===== config.mk =====
export PLATFORM = sky130hd
export DESIGN_NAME = pc_fetch_top
export DESIGN_NICKNAME = d
export VERILOG_FILES = /design/src/rtl/pc_types_pkg.sv /design/src/rtl/pc_ctrl_pkg.sv /design/src/rtl/pc_step_if.sv /design/src/rtl/pc_cmd_intake.sv /design/src/rtl/pc_core.sv /design/src/rtl/fetch_queue.sv /design/src/rtl/pc_fetch_top.sv
export SDC_FILE = /design/constraint.sdc
export NUM_CORES = 1
export LEC_CHECK = 0
export ABC_CLOCK_PERIOD_IN_PS = 2090
export BUFFER_PORTS_ARGS = -buffer_cell sky130_fd_sc_hd__buf_4
export CORE_UTILIZATION = 53
export DETAILED_ROUTE_END_ITERATION = 7
export PLACE_DENSITY = 0.85
export SLEW_MARGIN = 15
export SYNTH_ARGS = -nofsm -noshare
export SYNTH_HDL_FRONTEND = slang
export SYNTH_SLANG_ARGS = --single-unit

===== constraint.sdc =====
create_clock -name clk -period 2.09 [get_ports clk]
set_input_delay 0.1045 -clock clk [delete_from_list [all_inputs] [get_ports clk]]
set_output_delay 0.1045 -clock clk [all_outputs]
set_load 0.02 [all_outputs]

===== src/rtl/pc_types_pkg.sv =====
`default_nettype none

// widths shared by the program counter datapath
package pc_types_pkg;

  // one data byte, also one half of an address
  typedef logic [7:0] pc_byte_t;

  // full program counter value
  typedef logic [15:0] pc_addr_t;  // hi byte in [15:8], lo byte in [7:0]

  // lo byte value that ripples a carry into the hi byte
  localparam pc_byte_t PC_BYTE_TC = 8'hff;

endpackage : pc_types_pkg

`default_nettype wire


===== src/rtl/pc_ctrl_pkg.sv =====
`default_nettype none

// sequencer command set and control defaults
package pc_ctrl_pkg;

  // step commands from the microcode sequencer
  typedef enum logic [2:0] {
    op_hold       = 3'd0,  // nothing changes
    op_count      = 3'd1,  // pc + 1
    op_load_hitmp = 3'd2,  // latch hi holding byte, pc still counts
    op_load_lo    = 3'd3,  // replace lo byte only
    op_jump       = 3'd4   // lo from data, hi from holding byte
  } pc_op_t;
  // codes 5..7 are unused and behave as op_hold

  // fetch address queue depth unless the top level overrides it
  localparam int unsigned FETCH_DEPTH_DEFAULT = 2;

endpackage : pc_ctrl_pkg

`default_nettype wire


===== src/rtl/pc_step_if.sv =====
`timescale 1ns/1ps
`default_nettype none

// one decoded step command, intake register to pc core
interface pc_step_if;
  import pc_types_pkg::*;

  logic     step_valid;  // intake holds a command
  logic     step_ready;  // core can apply it this cycle
  logic     count_en;    // lo counts, hi counts on lo terminal count
  logic     load_lo;     // lo loads from step_data
  logic     load_hi;     // hi loads from the holding byte
  logic     hitmp_en;    // holding byte loads from step_data
  pc_byte_t step_data;

  modport intake (
    output step_valid, count_en, load_lo, load_hi, hitmp_en, step_data,
    input  step_ready
  );

  modport core (
    input  step_valid, count_en, load_lo, load_hi, hitmp_en, step_data,
    output step_ready
  );

endinterface : pc_step_if

`default_nettype wire


===== src/rtl/pc_cmd_intake.sv =====
`timescale 1ns/1ps
`default_nettype none

// single slot command register with op decode
module pc_cmd_intake (
  input  wire                         clk,
  input  wire                         reset,
  input  wire                         cmd_valid,
  output logic                        cmd_ready,
  input  wire pc_ctrl_pkg::pc_op_t    cmd_op,
  input  wire pc_types_pkg::pc_byte_t cmd_data,
  pc_step_if.intake                   step
);
  import pc_types_pkg::*;
  import pc_ctrl_pkg::*;

  logic     held_q;     // slot occupied
  logic     count_q;
  logic     lo_q;
  logic     hi_q;
  logic     hitmp_q;
  pc_byte_t data_q;
  logic     dec_count;
  logic     dec_lo;
  logic     dec_hi;
  logic     dec_hitmp;
  logic     take;       // command accepted this edge

  // op to enables, same split as the discrete PE/CEP/EN strobes
  always_comb
  begin
    dec_count = 1'b0;
    dec_lo    = 1'b0;
    dec_hi    = 1'b0;
    dec_hitmp = 1'b0;
    case (cmd_op)
      op_count:      dec_count = 1'b1;
      op_load_hitmp:
      begin
        dec_count = 1'b1;  // not a lo load, so the pc still advances
        dec_hitmp = 1'b1;
      end
      op_load_lo:    dec_lo = 1'b1;
      op_jump:
      begin
        dec_lo = 1'b1;
        dec_hi = 1'b1;     // hi comes from the holding byte
      end
      default:       dec_count = 1'b0;  // hold and unused codes
    endcase
  end

  // free slot, or slot drains into the core this same edge
  assign cmd_ready = !held_q || step.step_ready;
  assign take      = cmd_valid && cmd_ready;

  always_ff @(posedge clk)
  begin
    if (reset)
      held_q <= 1'b0;
    else if (take)
      held_q <= 1'b1;  // refill wins over drain
    else if (step.step_ready)
      held_q <= 1'b0;
  end

  always_ff @(posedge clk)
  begin
    if (take)
    begin
      count_q <= dec_count;
      lo_q    <= dec_lo;
      hi_q    <= dec_hi;
      hitmp_q <= dec_hitmp;
      data_q  <= cmd_data;
    end
  end

  assign step.step_valid = held_q;
  assign step.count_en   = count_q;
  assign step.load_lo    = lo_q;
  assign step.load_hi    = hi_q;
  assign step.hitmp_en   = hitmp_q;
  assign step.step_data  = data_q;

endmodule : pc_cmd_intake

`default_nettype wire


===== src/rtl/pc_core.sv =====
`timescale 1ns/1ps
`default_nettype none

// holding byte plus two cascaded 8 bit counters
module pc_core (
  input  wire                     clk,
  input  wire                     reset,
  input  wire                     full,       // fetch queue has no room
  pc_step_if.core                 step,
  output logic                    push,
  output pc_types_pkg::pc_addr_t  push_addr   // address after this step
);
  import pc_types_pkg::*;

  pc_byte_t hitmp_q;   // hi byte waiting for a jump
  pc_byte_t lo_q;
  pc_byte_t hi_q;
  pc_byte_t lo_next;
  pc_byte_t hi_next;
  logic     lo_tc;     // lo at terminal count
  logic     fire;      // step applied this edge

  assign step.step_ready = !full;
  assign fire            = step.step_valid && step.step_ready;

  // carry chain like two '163s with TC into the upper CET
  assign lo_tc = (lo_q == PC_BYTE_TC);

  always_comb
  begin
    lo_next = lo_q;
    hi_next = hi_q;
    if (step.load_lo)
      lo_next = step.step_data;         // parallel load beats count
    else if (step.count_en)
      lo_next = lo_q + 8'd1;
    if (step.load_hi)
      hi_next = hitmp_q;                // old holding byte, not this step's data
    else if (step.count_en && lo_tc)
      hi_next = hi_q + 8'd1;            // ripple at 0xff
  end

  always_ff @(posedge clk)
  begin
    if (reset)
    begin
      lo_q    <= '0;
      hi_q    <= '0;
      hitmp_q <= '0;
    end
    else if (fire)
    begin
      lo_q <= lo_next;
      hi_q <= hi_next;
      if (step.hitmp_en)
        hitmp_q <= step.step_data;
    end
  end

  // queue captures the new value on the same edge as the counters
  assign push      = fire;
  assign push_addr = {hi_next, lo_next};

endmodule : pc_core

`default_nettype wire


===== src/rtl/fetch_queue.sv =====
`timescale 1ns/1ps
`default_nettype none

// circular buffer of fetch addresses, valid/ready on the read side
module fetch_queue #(
  parameter int unsigned DEPTH = pc_ctrl_pkg::FETCH_DEPTH_DEFAULT
) (
  input  wire                         clk,
  input  wire                         reset,
  input  wire                         push,
  input  wire pc_types_pkg::pc_addr_t push_addr,
  output logic                        full,
  output logic                        fetch_valid,
  input  wire                         fetch_ready,
  output pc_types_pkg::pc_addr_t      fetch_addr
);
  import pc_types_pkg::*;

  localparam int unsigned PTR_W = (DEPTH > 1) ? $clog2(DEPTH) : 1;
  localparam int unsigned CNT_W = $clog2(DEPTH + 1);

  pc_addr_t         mem [DEPTH];
  logic [PTR_W-1:0] wr_ptr;
  logic [PTR_W-1:0] rd_ptr;
  logic [CNT_W-1:0] count;   // entries held
  logic             wr_en;
  logic             rd_en;

  // wrap at DEPTH, which need not be a power of two
  function automatic logic [PTR_W-1:0] ptr_inc(input logic [PTR_W-1:0] p);
    return (p == PTR_W'(DEPTH - 1)) ? '0 : p + 1'b1;
  endfunction

  assign full        = (count == CNT_W'(DEPTH));  // registered, pop not folded in
  assign fetch_valid = (count != '0);
  assign fetch_addr  = mem[rd_ptr];

  assign rd_en = fetch_valid && fetch_ready;
  assign wr_en = push && (!full || rd_en);        // pop frees the slot in time

  always_ff @(posedge clk)
  begin
    if (reset)
    begin
      wr_ptr <= '0;
      rd_ptr <= '0;
      count  <= '0;
    end
    else
    begin
      if (wr_en)
        wr_ptr <= ptr_inc(wr_ptr);
      if (rd_en)
        rd_ptr <= ptr_inc(rd_ptr);
      case ({wr_en, rd_en})
        2'b10:   count <= count + 1'b1;
        2'b01:   count <= count - 1'b1;
        default: count <= count;          // both or neither
      endcase
    end
  end

  always_ff @(posedge clk)
  begin
    if (wr_en)
      mem[wr_ptr] <= push_addr;
  end

endmodule : fetch_queue

`default_nettype wire


===== src/rtl/pc_fetch_top.sv =====
`timescale 1ns/1ps
`default_nettype none

// pc subsystem, sequencer commands in, fetch addresses out
module pc_fetch_top #(
  parameter int unsigned FETCH_DEPTH = pc_ctrl_pkg::FETCH_DEPTH_DEFAULT
) (
  input  wire                         clk,
  input  wire                         reset,
  input  wire                         cmd_valid,
  output wire                         cmd_ready,
  input  wire pc_ctrl_pkg::pc_op_t    cmd_op,
  input  wire pc_types_pkg::pc_byte_t cmd_data,
  output wire                         fetch_valid,
  input  wire                         fetch_ready,
  output wire pc_types_pkg::pc_addr_t fetch_addr
);
  import pc_types_pkg::*;

  pc_step_if step_bus ();   // decoded command, intake to core

  logic     push;           // core has a new address
  pc_addr_t push_addr;
  logic     full;           // back-pressure into the core

  pc_cmd_intake u_intake (
    .clk       (clk),
    .reset     (reset),
    .cmd_valid (cmd_valid),
    .cmd_ready (cmd_ready),
    .cmd_op    (cmd_op),
    .cmd_data  (cmd_data),
    .step      (step_bus.intake)
  );

  pc_core u_core (
    .clk       (clk),
    .reset     (reset),
    .full      (full),
    .step      (step_bus.core),
    .push      (push),
    .push_addr (push_addr)
  );

  fetch_queue #(
    .DEPTH (FETCH_DEPTH)
  ) u_queue (
    .clk         (clk),
    .reset       (reset),
    .push        (push),
    .push_addr   (push_addr),
    .full        (full),
    .fetch_valid (fetch_valid),
    .fetch_ready (fetch_ready),
    .fetch_addr  (fetch_addr)
  );

endmodule : pc_fetch_top

`default_nettype wire


== After elaboration in Yosys (flattened, before gate mapping) ==
Memories as Yosys holds them, arrays and structs flattened. A register that Yosys moved wholly into a read port is not among the register bits.
Cells that the tools add are included.

* Output and inout port bits: 18
* Flip-flop bits (word level): 41
* Memories: 1
* RAM bits: 32

* Reductions and logical operators: 14
* Multiplexer cells: 17
* Add/sub/neg operators: 6
* Equality and inequality tests: 9

{| class="wikitable"
|+ Memory list
! memory !! words !! bits a word !! rd ports !! clocked after memory_dff !! write ports !! line !! RTL
|-
| u_queue.mem || 2 || 16 || 1 || 1 || 1 || fetch_queue.sv:22 || <nowiki>pc_addr_t mem [DEPTH];</nowiki>
|}

{| class="wikitable"
|+ Operators by type and width
! cell !! count
|-
| $mux W8 || 4
|-
| $add A8 B1 Y8 const B || 2
|-
| $mux W1 || 12
|-
| $eq A8 B8 Y1 const B || 1
|-
| $eq A3 B2 Y1 const B || 2
|-
| $logic_and A1 B1 Y1 || 5
|-
| $eq A2 B2 Y1 const B || 2
|-
| $pmux W2 S2 || 1
|-
| $reduce_bool A2 Y1 || 2
|-
| $reduce_or A2 Y1 || 2
|-
| $eq A3 B1 Y1 const B || 1
|-
| $eq A3 B3 Y1 const B || 1
|-
| $add A1 B1 Y1 const B || 2
|-
| $add A2 B1 Y2 const B || 1
|-
| $eq A2 B1 Y1 const B || 1
|-
| $logic_not A1 Y1 || 2
|-
| $logic_or A1 B1 Y1 || 2
|-
| $ne A2 B2 Y1 const B || 1
|-
| $reduce_and A2 Y1 || 1
|-
| $sub A2 B1 Y2 const B || 1
|}

== Longest topological paths before layout ==
Gate-level depths: netlist of run 1.

* Word-level depth: 6
* Mapped depth: 9
* Mapped depth without buffers: 7

== Hierarchy ==
A second synthesis of run 1 with hierarchy kept.

* Cells, all modules: 322
* Area, all modules: 3469.6 um2

{| class="wikitable"
|+ Modules (own cells, without submodules)
! module !! instances !! cells an instance !! area each (um2)
|-
| pc_core || 1 || 223 || 1637.8
|-
| fetch_queue || 1 || 76 || 1386.3
|-
| pc_cmd_intake || 1 || 23 || 445.4
|}

== Worst setup path before layout of run 1 ==
OpenSTA, ideal clock, no wires.

* Kind: register to register
* Start point: reg u_queue.count[0]
* End point: mem u_queue.mem[0][0] in the netlist's numbering (enable)
* Stages on the path, launching flop included: 7
* Data arrival time: 1.832 ns
* Setup time: 0.388 ns
* Clock period less this slack: 2.220 ns
* Data required time: 1.702 ns
* Buffers on the path: 2
* Path slack: -0.130 ns
* Path through: dfxtp_1 nor2b_1 clkbuf_1 nor2_1 inv_1 buf_2 nor2_1

* Longest elaborated chain between the ends: 6
* Elaborated cells between the ends (all ways): 9
* Classes of those cells: 1 x eq/ne; 2 x mux; 6 x reduce/logical

{| class="wikitable"
|+ Ends and longest elaborated chain
! what !! line !! RTL
|-
| start, declared || fetch_queue.sv:25 || <nowiki>logic [CNT_W-1:0] count;</nowiki>
|-
| start signal, assigned || fetch_queue.sv:56 || <nowiki>2'b10: count <= count + 1'b1;</nowiki>
|-
| start signal, assigned || fetch_queue.sv:57 || <nowiki>2'b01: count <= count - 1'b1;</nowiki>
|-
| start signal, assigned || fetch_queue.sv:58 || <nowiki>default: count <= count;</nowiki>
|-
| $eq A2 B2 Y1 / $reduce_bool A2 Y1 (equally long branches) || fetch_queue.sv:34, fetch_queue.sv:35 ||
|-
| $logic_not A1 Y1 / $logic_and A1 B1 Y1 (equally long branches) || pc_core.sv:23, fetch_queue.sv:39, fetch_queue.sv:38 ||
|-
| $logic_and A1 B1 Y1 / $logic_or A1 B1 Y1 (equally long branches) || pc_core.sv:24, fetch_queue.sv:39 ||
|-
| $logic_and A1 B1 Y1 * || fetch_queue.sv:39 || <nowiki>assign wr_en = push && (!full || rd_en);</nowiki>
|-
| $mux W1 * || fetch_queue.sv:65 || <nowiki>if (wr_en)</nowiki>
|-
| $mux W1 (not written as such) * || fetch_queue.sv:66 || <nowiki>mem[wr_ptr] <= push_addr;</nowiki>
|-
| end, declared || fetch_queue.sv:22 ||
|}

Every way passes the cells marked *; elsewhere a longest branch is shown, timed or not.

== Worst setup path in the final report of run 1 ==
* Start point: reg u_core.lo_q[0]
* End point: mem u_queue.mem[1][15] in the netlist's numbering (data pin)

* Longest elaborated chain between the ends: 4

{| class="wikitable"
|+ Ends and longest elaborated chain
! what !! line !! RTL
|-
| start, declared || pc_core.sv:16 || <nowiki>pc_byte_t lo_q;</nowiki>
|-
| start signal, assigned || pc_core.sv:53 || <nowiki>lo_q <= lo_next;</nowiki>
|-
| $eq A8 B8 Y1 || pc_core.sv:27 || <nowiki>assign lo_tc = (lo_q == PC_BYTE_TC);</nowiki>
|-
| $logic_and A1 B1 Y1 || pc_core.sv:39 || <nowiki>else if (step.count_en && lo_tc)</nowiki>
|-
| $mux W8 || pc_core.sv:39 ||
|-
| $mux W8 || pc_core.sv:37 || <nowiki>if (step.load_hi)</nowiki>
|-
| net push_addr[15] || pc_fetch_top.sv:23 || <nowiki>pc_addr_t push_addr;</nowiki>
|}

The timed path passes the listed nets, and every way through them passes these cells.

==> impl_metrics.ini, run 1 <==
[yosys]
yosys.area_share.simple_pct = 16.3
ys_seq_elements = 74
synth.cell_area_sq_um = 3340
async_flop_share_pct = 0
synth.area.mux_share_pct = 8.73
synth_edf_count = 44
yosysWarnings = 0
synthXorXnorAreaFrac_pct = 3.93
yosys_most_used_dff = edfxtp_1
syn_area_per_cell_sq_um = 11.2
syn_nets = 315
yosysUniqueCellTypes = 45
synth_cells = 297
synth_top_family_by_area = simple AND/OR/NAND/NOR gates
yosysSeqAreaShare_pct = 57.5
synth_compound_area_share_pct = 9.74
synth_fa_ha_area_share_pct = 1.12

[setup_path]
crit_buf_inv = 0
slowest_delay_ps = 600
crit_required_ps = 2190
path_class = reg2reg
worst_setup_path_start_kind = flip-flop
critPathTopFamily = simple AND/OR/NAND/NOR gates
critPathSlowestCell = or4_1
crit_arrival_ps = 2110
path_max_fanout = 7
endpoint_kind = flip-flop
path_cells = ha_1, nand4_2, or4_1, nand3b_1, nand3_1

[routing]
via_per_inst = 5.88
routed_wl_mm = 6.92
route.detailed.drc = 0
firstDrtPassIters = 5
routedWlPerCell_um = 16.4
ant_nets = 0
vias = 2482
drt_iter0_drc = 221

[sta]
slew_headroom_pct = 46.3
tightestPinTransition_ps = 806
fin_skew_ps = 9.15
grt_setup_unrepaired = no
period_share_pct = 96.3
period_minus_slack_ps = 2010
setup_tns_ps = 0
max_freq_ghz = 0.497
finalHoldViolCount = 0
setup_violations = 0
drv_slew = 0

[flow_run]
maxCapViolCount = 0

[worst_hold_path]
min_path_type = in2reg

[cts]
cts_root_buf = clkbuf_8
post_cts_buffers = 0
cts_tree = done
clk_latency_ps = 360
htree_levels = 3
cts_buffer_depth = 2
path_clk_slew_ps = 80
cts_buffers = 9
clkSinkCount = 74

[die]
core_sq_um = 5990
rows = 28
dieHeight_um = 81.4
start_util_pct = 55.7
io_pins = 33
die_area_sq_um = 6620
die_w_um = 81.4

[power]
ir_worst_vdd_uv = 526
leakage_nw = 1.45
power_frac_seq_pct = 49.6
powerDensity_nw_per_um2 = 904
intPower_w = 0.00253
switching_share_pct = 29.0
clkPwrFrac_pct = 26.9
p_total_w = 0.00356
p_comb_share_pct = 23.5
power_switching_w = 0.00103

[global_route]
track_usage_pct = 23.0
grt_start_max_net_pins = 29
antenna_found_initial = 0
grt_pass1_wl_mm = 10.9
grt_pass1_vias = 2307
overflow = 0

[placement]
gp_congestion = 0.880
io_buffers = 32
hpwl_mm = 4.64

[final_layout]
drive_gt1_share_pct = 23.9
num_antenna_cells = 0
layout_commonest_cell = edfxtp_1
nets = 360
final_cell_mix = edfxtp_1 (44), buf_4 (42), dfxtp_1 (30)
syn2layout_area_growth_pct = 17.9
num-fill-cells = 462
final_util_pct = 65.7

[outcome]
status = finished clean
## layer usage
metal | global-route usage [%] | up-vias | share of wire (%)
met4 | 13.2 | 0 | 2.6
met2 | 36.9 | 107 | 49
met1 | 28.5 | 1175 | 43
met3 | 4.94 | 17 | 6.1
li1 | - | 1183 | -
met5 | 0 | - | 0
## power by group through the flow
stage	sequential, W	combinational (W)	clock [W]
2_1_floorplan	0.00176	0.000563	0
5_1_grt	0.00178	0.000909	0.00103
6_report	0.00177	0.000836	0.000957
3_3_place_gp	0.00179	0.000808	0
3_5_place_dp	0.00180	0.000824	0
4_1_cts	0.00177	0.000841	0.000973
## area by class of cell
| cell class | count | area [sq um] | share of cell area (%) |
|---|---|---|---|
| Clock buffer | 12 | 145 | 3.69 |
| Timing Repair Buffer | 50 | 395 | 10.0 |
| Multi-Input combinational cell | 202 | 1340 | 34.1 |
| Tap cell | 75 | 93.8 | 2.38 |
| Inverter | 5 | 18.8 | 0.477 |
| Clock inverter | 4 | 18.8 | 0.477 |
| Sequential cell | 74 | 1920 | 48.8 |
## per-stage QoR
step	area [sq um]	instances	setup slack, ps	hold slack, ps
finish	3940	422	77.5	12.1
CTS	3930	422	84.2	9.07
floorplan	3340	297	109	203
detailed placement	3680	398	88.7	284
global placement	3680	398	240	284
global route	3940	422	0.982	47.1
## Yosys cell counts (2+ instances only)
library cell  number  area (sq um)
o41ai_1            4          35.0
mux2_2            17           191
xor2_1             4          35.0
inv_1              5          18.8
ha_1               3          37.5
mux2i_1           10           100
nand3_1           16          80.1
o31ai_1            2          15.0
xnor2_1           11          96.3
nand2b_1           2          12.5
nor2_1            26          97.6
a32o_1             5          50.1
nand2_1           29           109
a21oi_1           11          55.1
o21ai_0           17          85.1
a31oi_1            5          31.3
or3b_2             4          35.0
edfxtp_1          44          1320
nor3_1             6          30.0
buf_2              5          25.0
dfxtp_1           30           601
clkbuf_1           8          30.0
buf_1              2          7.51
nor4_1             2          12.5
nor3b_1            3          22.5
nor2b_1            3          18.8
nand3b_1           2          15.0
nand4_1            4          25.0
## kinds of logic after synthesis
logic type                 Yosys count
and+or+nand+nor                    106
DFF                                 74
AOI/OAI and AO/OA                   51
muxes                               27
buffers and inverters               21
xor gates and xnor gates            15
adders and majority gates            3
## path summary, 6_finish.rpt
path         slack (ps)                        start  cells after the start                               endpoint
max                  80  u_core.lo_q[0]$_SDFFE_PP0P_                      5           u_queue.mem[1][15]$_DFFE_PP_
min                  10                    cmd_valid                      3  u_intake.step.step_valid$_SDFFE_PP0P_
max reg2reg          80  u_core.lo_q[0]$_SDFFE_PP0P_                      5           u_queue.mem[1][15]$_DFFE_PP_
min reg2reg         500  u_core.lo_q[1]$_SDFFE_PP0P_                      2            u_core.lo_q[1]$_SDFFE_PP0P_
## flip-flops by register name, indices dropped and copies added, names as in the netlist, named ones only
register	count
u_intake.step.count_en	1
u_intake.step.hitmp_en	1
u_queue.mem	32
u_core.hitmp_q	8
u_intake.step.step_valid	1
u_queue.wr_ptr	1
u_intake.step.step_data	8
u_core.hi_q	8
u_queue.rd_ptr	1
u_intake.step.load_lo	1
u_intake.step.load_hi	1
u_core.lo_q	8
u_queue.count	2
## worst register-to-register path: stages, from the launching register on
cell and delay (ps):
dfxtp_1 390, ha_1 270, nand4_2 250, or4_1 600
nand3b_1 140, nand3_1 110
## timing repair
item | 4_1_cts | 5_1_grt
setup endpoints to repair | 0 | 2
gates resized for setup | 0 | 2
hold endpoints to repair | 8 | 0
hold buffers | 8 | 0
Power figures use the tool's default switching activity.
==> run 2: changes to the inputs <==
--- a/config.mk
+++ b/config.mk
@@ -5,11 +5,11 @@
 export SDC_FILE = /design/constraint.sdc
 export NUM_CORES = 1
 export LEC_CHECK = 0
-export ABC_CLOCK_PERIOD_IN_PS = 2090
+export ABC_CLOCK_PERIOD_IN_PS = 1650
 export BUFFER_PORTS_ARGS = -buffer_cell sky130_fd_sc_hd__buf_4
-export CORE_UTILIZATION = 53
+export CORE_UTILIZATION = 40
 export DETAILED_ROUTE_END_ITERATION = 7
-export PLACE_DENSITY = 0.85
+export PLACE_DENSITY = 0.69
 export SLEW_MARGIN = 15
 export SYNTH_ARGS = -nofsm -noshare
 export SYNTH_HDL_FRONTEND = slang
==> constraint.sdc (replaced) <==
create_clock -name clk -period 1.65 [get_ports clk]
set_input_delay 0.0825 -clock clk [delete_from_list [all_inputs] [get_ports clk]]
set_output_delay 0.0825 -clock clk [all_outputs]
set_load 0.02 [all_outputs]
==> run 2 against run 1 <==
Maximum frequency grew 25%. Setup slack worse by 44 ps. Sequential power grew 25%. Final area grew 8.9%. Hold slack better by 25 ps. Critical endpoint is now u_queue.mem[0][9]$_DFFE_PP_. Highest routed layer unchanged.
==> impl_metrics.ini, run 2 (synthesis results as in run 1) <==
[global_route]
antenna_found_initial = 0
overflow = 0
grt_start_max_net_pins = 29
grt_pass1_wl_mm = 11.6
grt_pass1_vias = 2324
track_usage_pct = 18.1

[die]
dieHeight_um = 93.4
die_w_um = 93.4
die_area_sq_um = 8720
start_util_pct = 42.3
core_sq_um = 7890
io_pins = 33
rows = 32

[final_layout]
num-fill-cells = 647
final_cell_mix = buf_4 (63), edfxtp_1 (44), nand2_1 (29)
largest_reg_flops = 32
largest-register = u_queue.mem
ff_latch_area_sq_um = 1930
layout_commonest_cell = buf_4
num_antenna_cells = 0
syn2layout_area_growth_pct = 28.4
nets = 384
multi_input_area_sq_um = 1410
instances_no_fill = 473
drive_gt1_share_pct = 34.0

[sta]
finalHoldViolCount = 0
holdWs_ps = 36.7
period_share_pct = 98.0
drv_slew = 0
slew_headroom_pct = 68.9
setup_violations = 0
grt_setup_unrepaired = yes
fin_skew_ps = 10.5
period_minus_slack_ps = 1620
max_freq_ghz = 0.619
tightestPinTransition_ps = 465

[setup_path]
slowest_delay_ps = 360
critPathSlowestCell = dfxtp_2
crit_required_ps = 1710
path_class = reg2reg
endpoint_kind = flip-flop
critPathTopFamily = simple AND/OR/NAND/NOR gates
crit_arrival_ps = 1680
crit_buf_inv = 0
path_max_fanout = 7
path_cells = ha_4, nand4_4, nor2_1, mux2i_1, o21ai_0
worst_setup_path_start_kind = flip-flop

[flow_run]
maxCapViolCount = 0

[routing]
firstDrtPassIters = 5
drt_iter0_drc = 228
route.detailed.drc = 0
via_per_inst = 5.29
routed_wl_mm = 7.14
ant_nets = 0
routedWlPerCell_um = 15.1
vias = 2504

[placement]
gp_congestion = 0.852
io_buffers = 32
place_inst = 446
hpwl_mm = 4.89

[cts]
cts_buffer_depth = 2
cts_buffers = 9
cts_tree = done
htree_levels = 3
clkSinkCount = 74
path_clk_slew_ps = 70
cts_root_buf = clkbuf_8
clk_latency_ps = 350

[worst_hold_path]
min_path_type = in2reg

[power]
powerDensity_nw_per_um2 = 1110
ir_worst_vdd_uv = 445
leakage_nw = 1.60
p_total_w = 0.00478

[outcome]
status = finished clean
## run 2: final cells by class
cell class              instances  area share, %
clock inverters                 1          0.117
repair buffers                 74           14.1
clock buffers                  15           4.38
multi-input cells             202           32.9
flip-flops and latches         74           45.1
inverters                       5          0.438
well taps                     102           2.98
## run 2: repair_timing
| item | 4_1_cts | 5_1_grt |
|---|---|---|
| hold buffers | 9 | 0 |
| gates resized for setup | 1 | 15 |
| setup endpoints to repair | 2 | 18 |
| pin swaps | 2 | 2 |
| hold endpoints to repair | 9 | 0 |
| buffers inserted | 0 | 2 |
## run 2: worst reg2reg max path: cells and delay by family, from the launching register on
kind            cells  cell delay [ps]
compound gates      1              140
fa+ha+maj           1              150
flops               1              360
mux                 1              210
simple gates        2              470
## run 2: worst paths after layout
check                                                    start  cells past startpoint                          endpoint  slack, ps
worst min-delay path                                 cmd_op[2]                      2  u_intake.step.hitmp_en$_DFFE_PP_         40
worst max register to register     u_core.lo_q[1]$_SDFFE_PP0P_                      5       u_queue.mem[0][9]$_DFFE_PP_         30
worst min register to register  u_core.hitmp_q[5]$_SDFFE_PP0P_                      2    u_core.hitmp_q[5]$_SDFFE_PP0P_        500
worst max-delay path               u_core.lo_q[1]$_SDFFE_PP0P_                      5       u_queue.mem[0][9]$_DFFE_PP_         30
## run 2: metrics by stage
stage                     util [%]  instance area (sq um)  TNS (ps)  setup WS [ps]
after floorplan                  -                   3400     -23.7          -23.7
after global placement        50.1                   3950         0           14.6
after detailed placement      50.1                   3950     -52.9          -26.4
after CTS                     53.7                   4240         0           15.9
after global routing          54.4                   4290      -576          -58.3
final                         54.4                   4290         0           33.7
## run 2: power breakdown
part	leakage (nW)	total (W)	internal, W	switching [W]
clock network	0.0989	0.00134	0.000720	0.000621
registers	0.669	0.00222	0.00213	0.0000849
logic	0.835	0.00122	0.000588	0.000630
total	1.60	0.00478	0.00344	0.00134
## run 2: per-layer routing
metal | wire length (um) | global-route usage (%) | up-vias | part of all wire [%]
met5 | 0 | 0 | - | 0
met4 | 137 | 8.97 | 0 | 1.9
met3 | 351 | 3.66 | 12 | 4.9
met2 | 3460 | 29.4 | 72 | 49
met1 | 3190 | 23.1 | 1187 | 45
li1 | - | - | 1233 | -
==> run 3: changes to the inputs <==
--- a/config.mk
+++ b/config.mk
@@ -7,9 +7,9 @@
 export LEC_CHECK = 0
 export ABC_CLOCK_PERIOD_IN_PS = 1650
 export BUFFER_PORTS_ARGS = -buffer_cell sky130_fd_sc_hd__buf_4
-export CORE_UTILIZATION = 40
+export CORE_UTILIZATION = 53
 export DETAILED_ROUTE_END_ITERATION = 7
-export PLACE_DENSITY = 0.69
+export PLACE_DENSITY = 0.85
 export SLEW_MARGIN = 15
 export SYNTH_ARGS = -nofsm -noshare
 export SYNTH_HDL_FRONTEND = slang
==> run 3 against run 2 <==
Non-clock buffer count rose by 4. Flip-flop and latch count is the same. Final area is 0.38% higher. Global-route usage grew 8.6 points. Register-to-register slack worse by 30 ps. First-iteration DRC count increased by 79%. Setup slack worse by 30 ps. Cell count decreased by 4.9%. Critical path depth up 1. Total power decreased by 0.75%. Die area decreased by 24%. Clock power down 5%. Largest cell class unchanged.
==> impl_metrics.ini, run 3 (synthesis results as in run 1) <==
[die]
core_sq_um = 5990
die_area_sq_um = 6620
dieHeight_um = 81.4
rows = 28
die_w_um = 81.4
io_pins = 33
start_util_pct = 55.7

[routing]
route.detailed.drc = 0
via_per_inst = 6.10
routed_wl_mm = 8.20
drt_iter0_drc = 407
routedWlPerCell_um = 18.2
firstDrtPassIters = 5
ant_nets = 0
vias = 2746

[sta]
slew_headroom_pct = 53.4
setup_violations = 0
period_minus_slack_ps = 1650
tightestPinTransition_ps = 700
max_freq_ghz = 0.608
grt_setup_unrepaired = yes
setup_tns_ps = 0
drv_slew = 0
fin_skew_ps = 9.34
holdWs_ps = 26.8
period_share_pct = 99.7
finalHoldViolCount = 0

[placement]
dpl_cell_area_sq_um = 3890
hpwl_mm = 5.51
io_buffers = 32
gp_congestion = 0.941

[cts]
htree_levels = 3
path_clk_slew_ps = 70
cts_buffer_depth = 2
cts_root_buf = clkbuf_8
clkSinkCount = 74
cts_buffers = 9
cts_tree = done
clk_latency_ps = 360

[setup_path]
critPathSlowestCell = dfxtp_2
path_max_fanout = 6
crit_arrival_ps = 1730
worst_setup_path_start_kind = flip-flop
crit_buf_inv = 1
endpoint_kind = flip-flop
slowest_delay_ps = 360
path_class = reg2reg
path_cells = ha_4, nand4_4, buf_4, nor4_4, or3b_4, nand3_1
critPathTopFamily = simple AND/OR/NAND/NOR gates
crit_required_ps = 1730

[final_layout]
final_cell_mix = buf_4 (68), edfxtp_1 (44), nand2_1 (29)
largest_reg_flops = 32
drive_gt1_share_pct = 36.3
design_area_sq_um = 4310
num_antenna_cells = 0
layout_commonest_cell = buf_4
nets = 388
final_util_pct = 71.9
largest-register = u_queue.mem
syn2layout_area_growth_pct = 28.9

[power]
p_total_w = 0.00474
ir_worst_vdd_uv = 798
powerDensity_nw_per_um2 = 1100
leakage_nw = 1.64

[global_route]
antenna_found_initial = 0
overflow = 0
grt_pass1_vias = 2639
grtUsageMet2_pct = 45.4
grtUsageMet1_pct = 30.7
track_usage_pct = 26.7
grt_start_max_net_pins = 29
grt_pass1_wl_mm = 12.7
grt_util_met3_pct = 6.74
busiest_layer = met2

[worst_hold_path]
min_path_type = in2reg

[flow_run]
maxCapViolCount = 0

[outcome]
status = finished clean
[run 3: cell count changes in the layout (fill, tap and decap cells not counted), moves of 2 or more]
cell	change
nand3_1	+2
clkinv_2	+2
dfxtp_4	+3
nand3_2	-2
nor3_1	-2
dfxtp_1	-3
buf_4	+5
[run 3: worst reg2reg max path, delay by kind of cell (launching register included)]
kind                       cells  cell delay, ps
adders and majority gates      1             150
buffers and inverters          1             190
DFF                            1             360
and+or+nand+nor                4             670
[run 3: final cells by class]
type | instances | area, sq um
flip-flops and latches | 74 | 1950
fillers | 404 | 1690
multi-input cells | 202 | 1450
repair buffers | 78 | 621
clock buffers | 13 | 159
well taps | 75 | 93.8
inverters | 5 | 18.8
clock inverters | 3 | 15.0
[run 3: final timing paths]
| check | startpoint | end | slack (ps) | depth (start not counted) |
|---|---|---|---|---|
| setup / recovery | u_core.lo_q[1]$_SDFFE_PP0P_ | u_queue.mem[0][14]$_DFFE_PP_ | 4 | 6 |
| hold reg to reg | u_queue.count[1]$_SDFFE_PP0P_ | u_queue.count[1]$_SDFFE_PP0P_ | 500 | 2 |
| setup reg to reg | u_core.lo_q[1]$_SDFFE_PP0P_ | u_queue.mem[0][14]$_DFFE_PP_ | 4 | 6 |
| hold / removal | cmd_op[2] | u_intake.step.hitmp_en$_DFFE_PP_ | 30 | 2 |
[run 3: routing by layer]
metal,part of all wire (%),vias to the layer above
met3,6.0,32
met1,40,1328
met2,51,147
li1,-,1239
met5,0,-
met4,3.5,0
[run 3: what timing repair did]
action                     4_1_cts  5_1_grt
hold endpoints to repair         9        0
setup endpoints to repair       23       31
pin swaps                        2        7
cloned                           0        0
buffers inserted                 0        8
resized for setup                5       23
hold buffers                     9        0
[run 3: power breakdown]
part	switching [W]	total [W]	internal, W
Clock	0.000645	0.00127	0.000621
Combinational	0.000649	0.00124	0.000586
Sequential	0.000103	0.00224	0.00214
Total	0.00140	0.00474	0.00334
[run 3: per-stage QoR]
| step | cells | setup WS [ps] |
|---|---|---|
| 2_1_floorplan | 297 | -23.7 |
| 3_3_place_gp | 418 | -9.99 |
| 3_5_place_dp | 418 | -85.5 |
| 4_1_cts | 443 | 5.72 |
| 5_1_grt | 450 | -88.1 |
| 6_report | 450 | 4.13 |
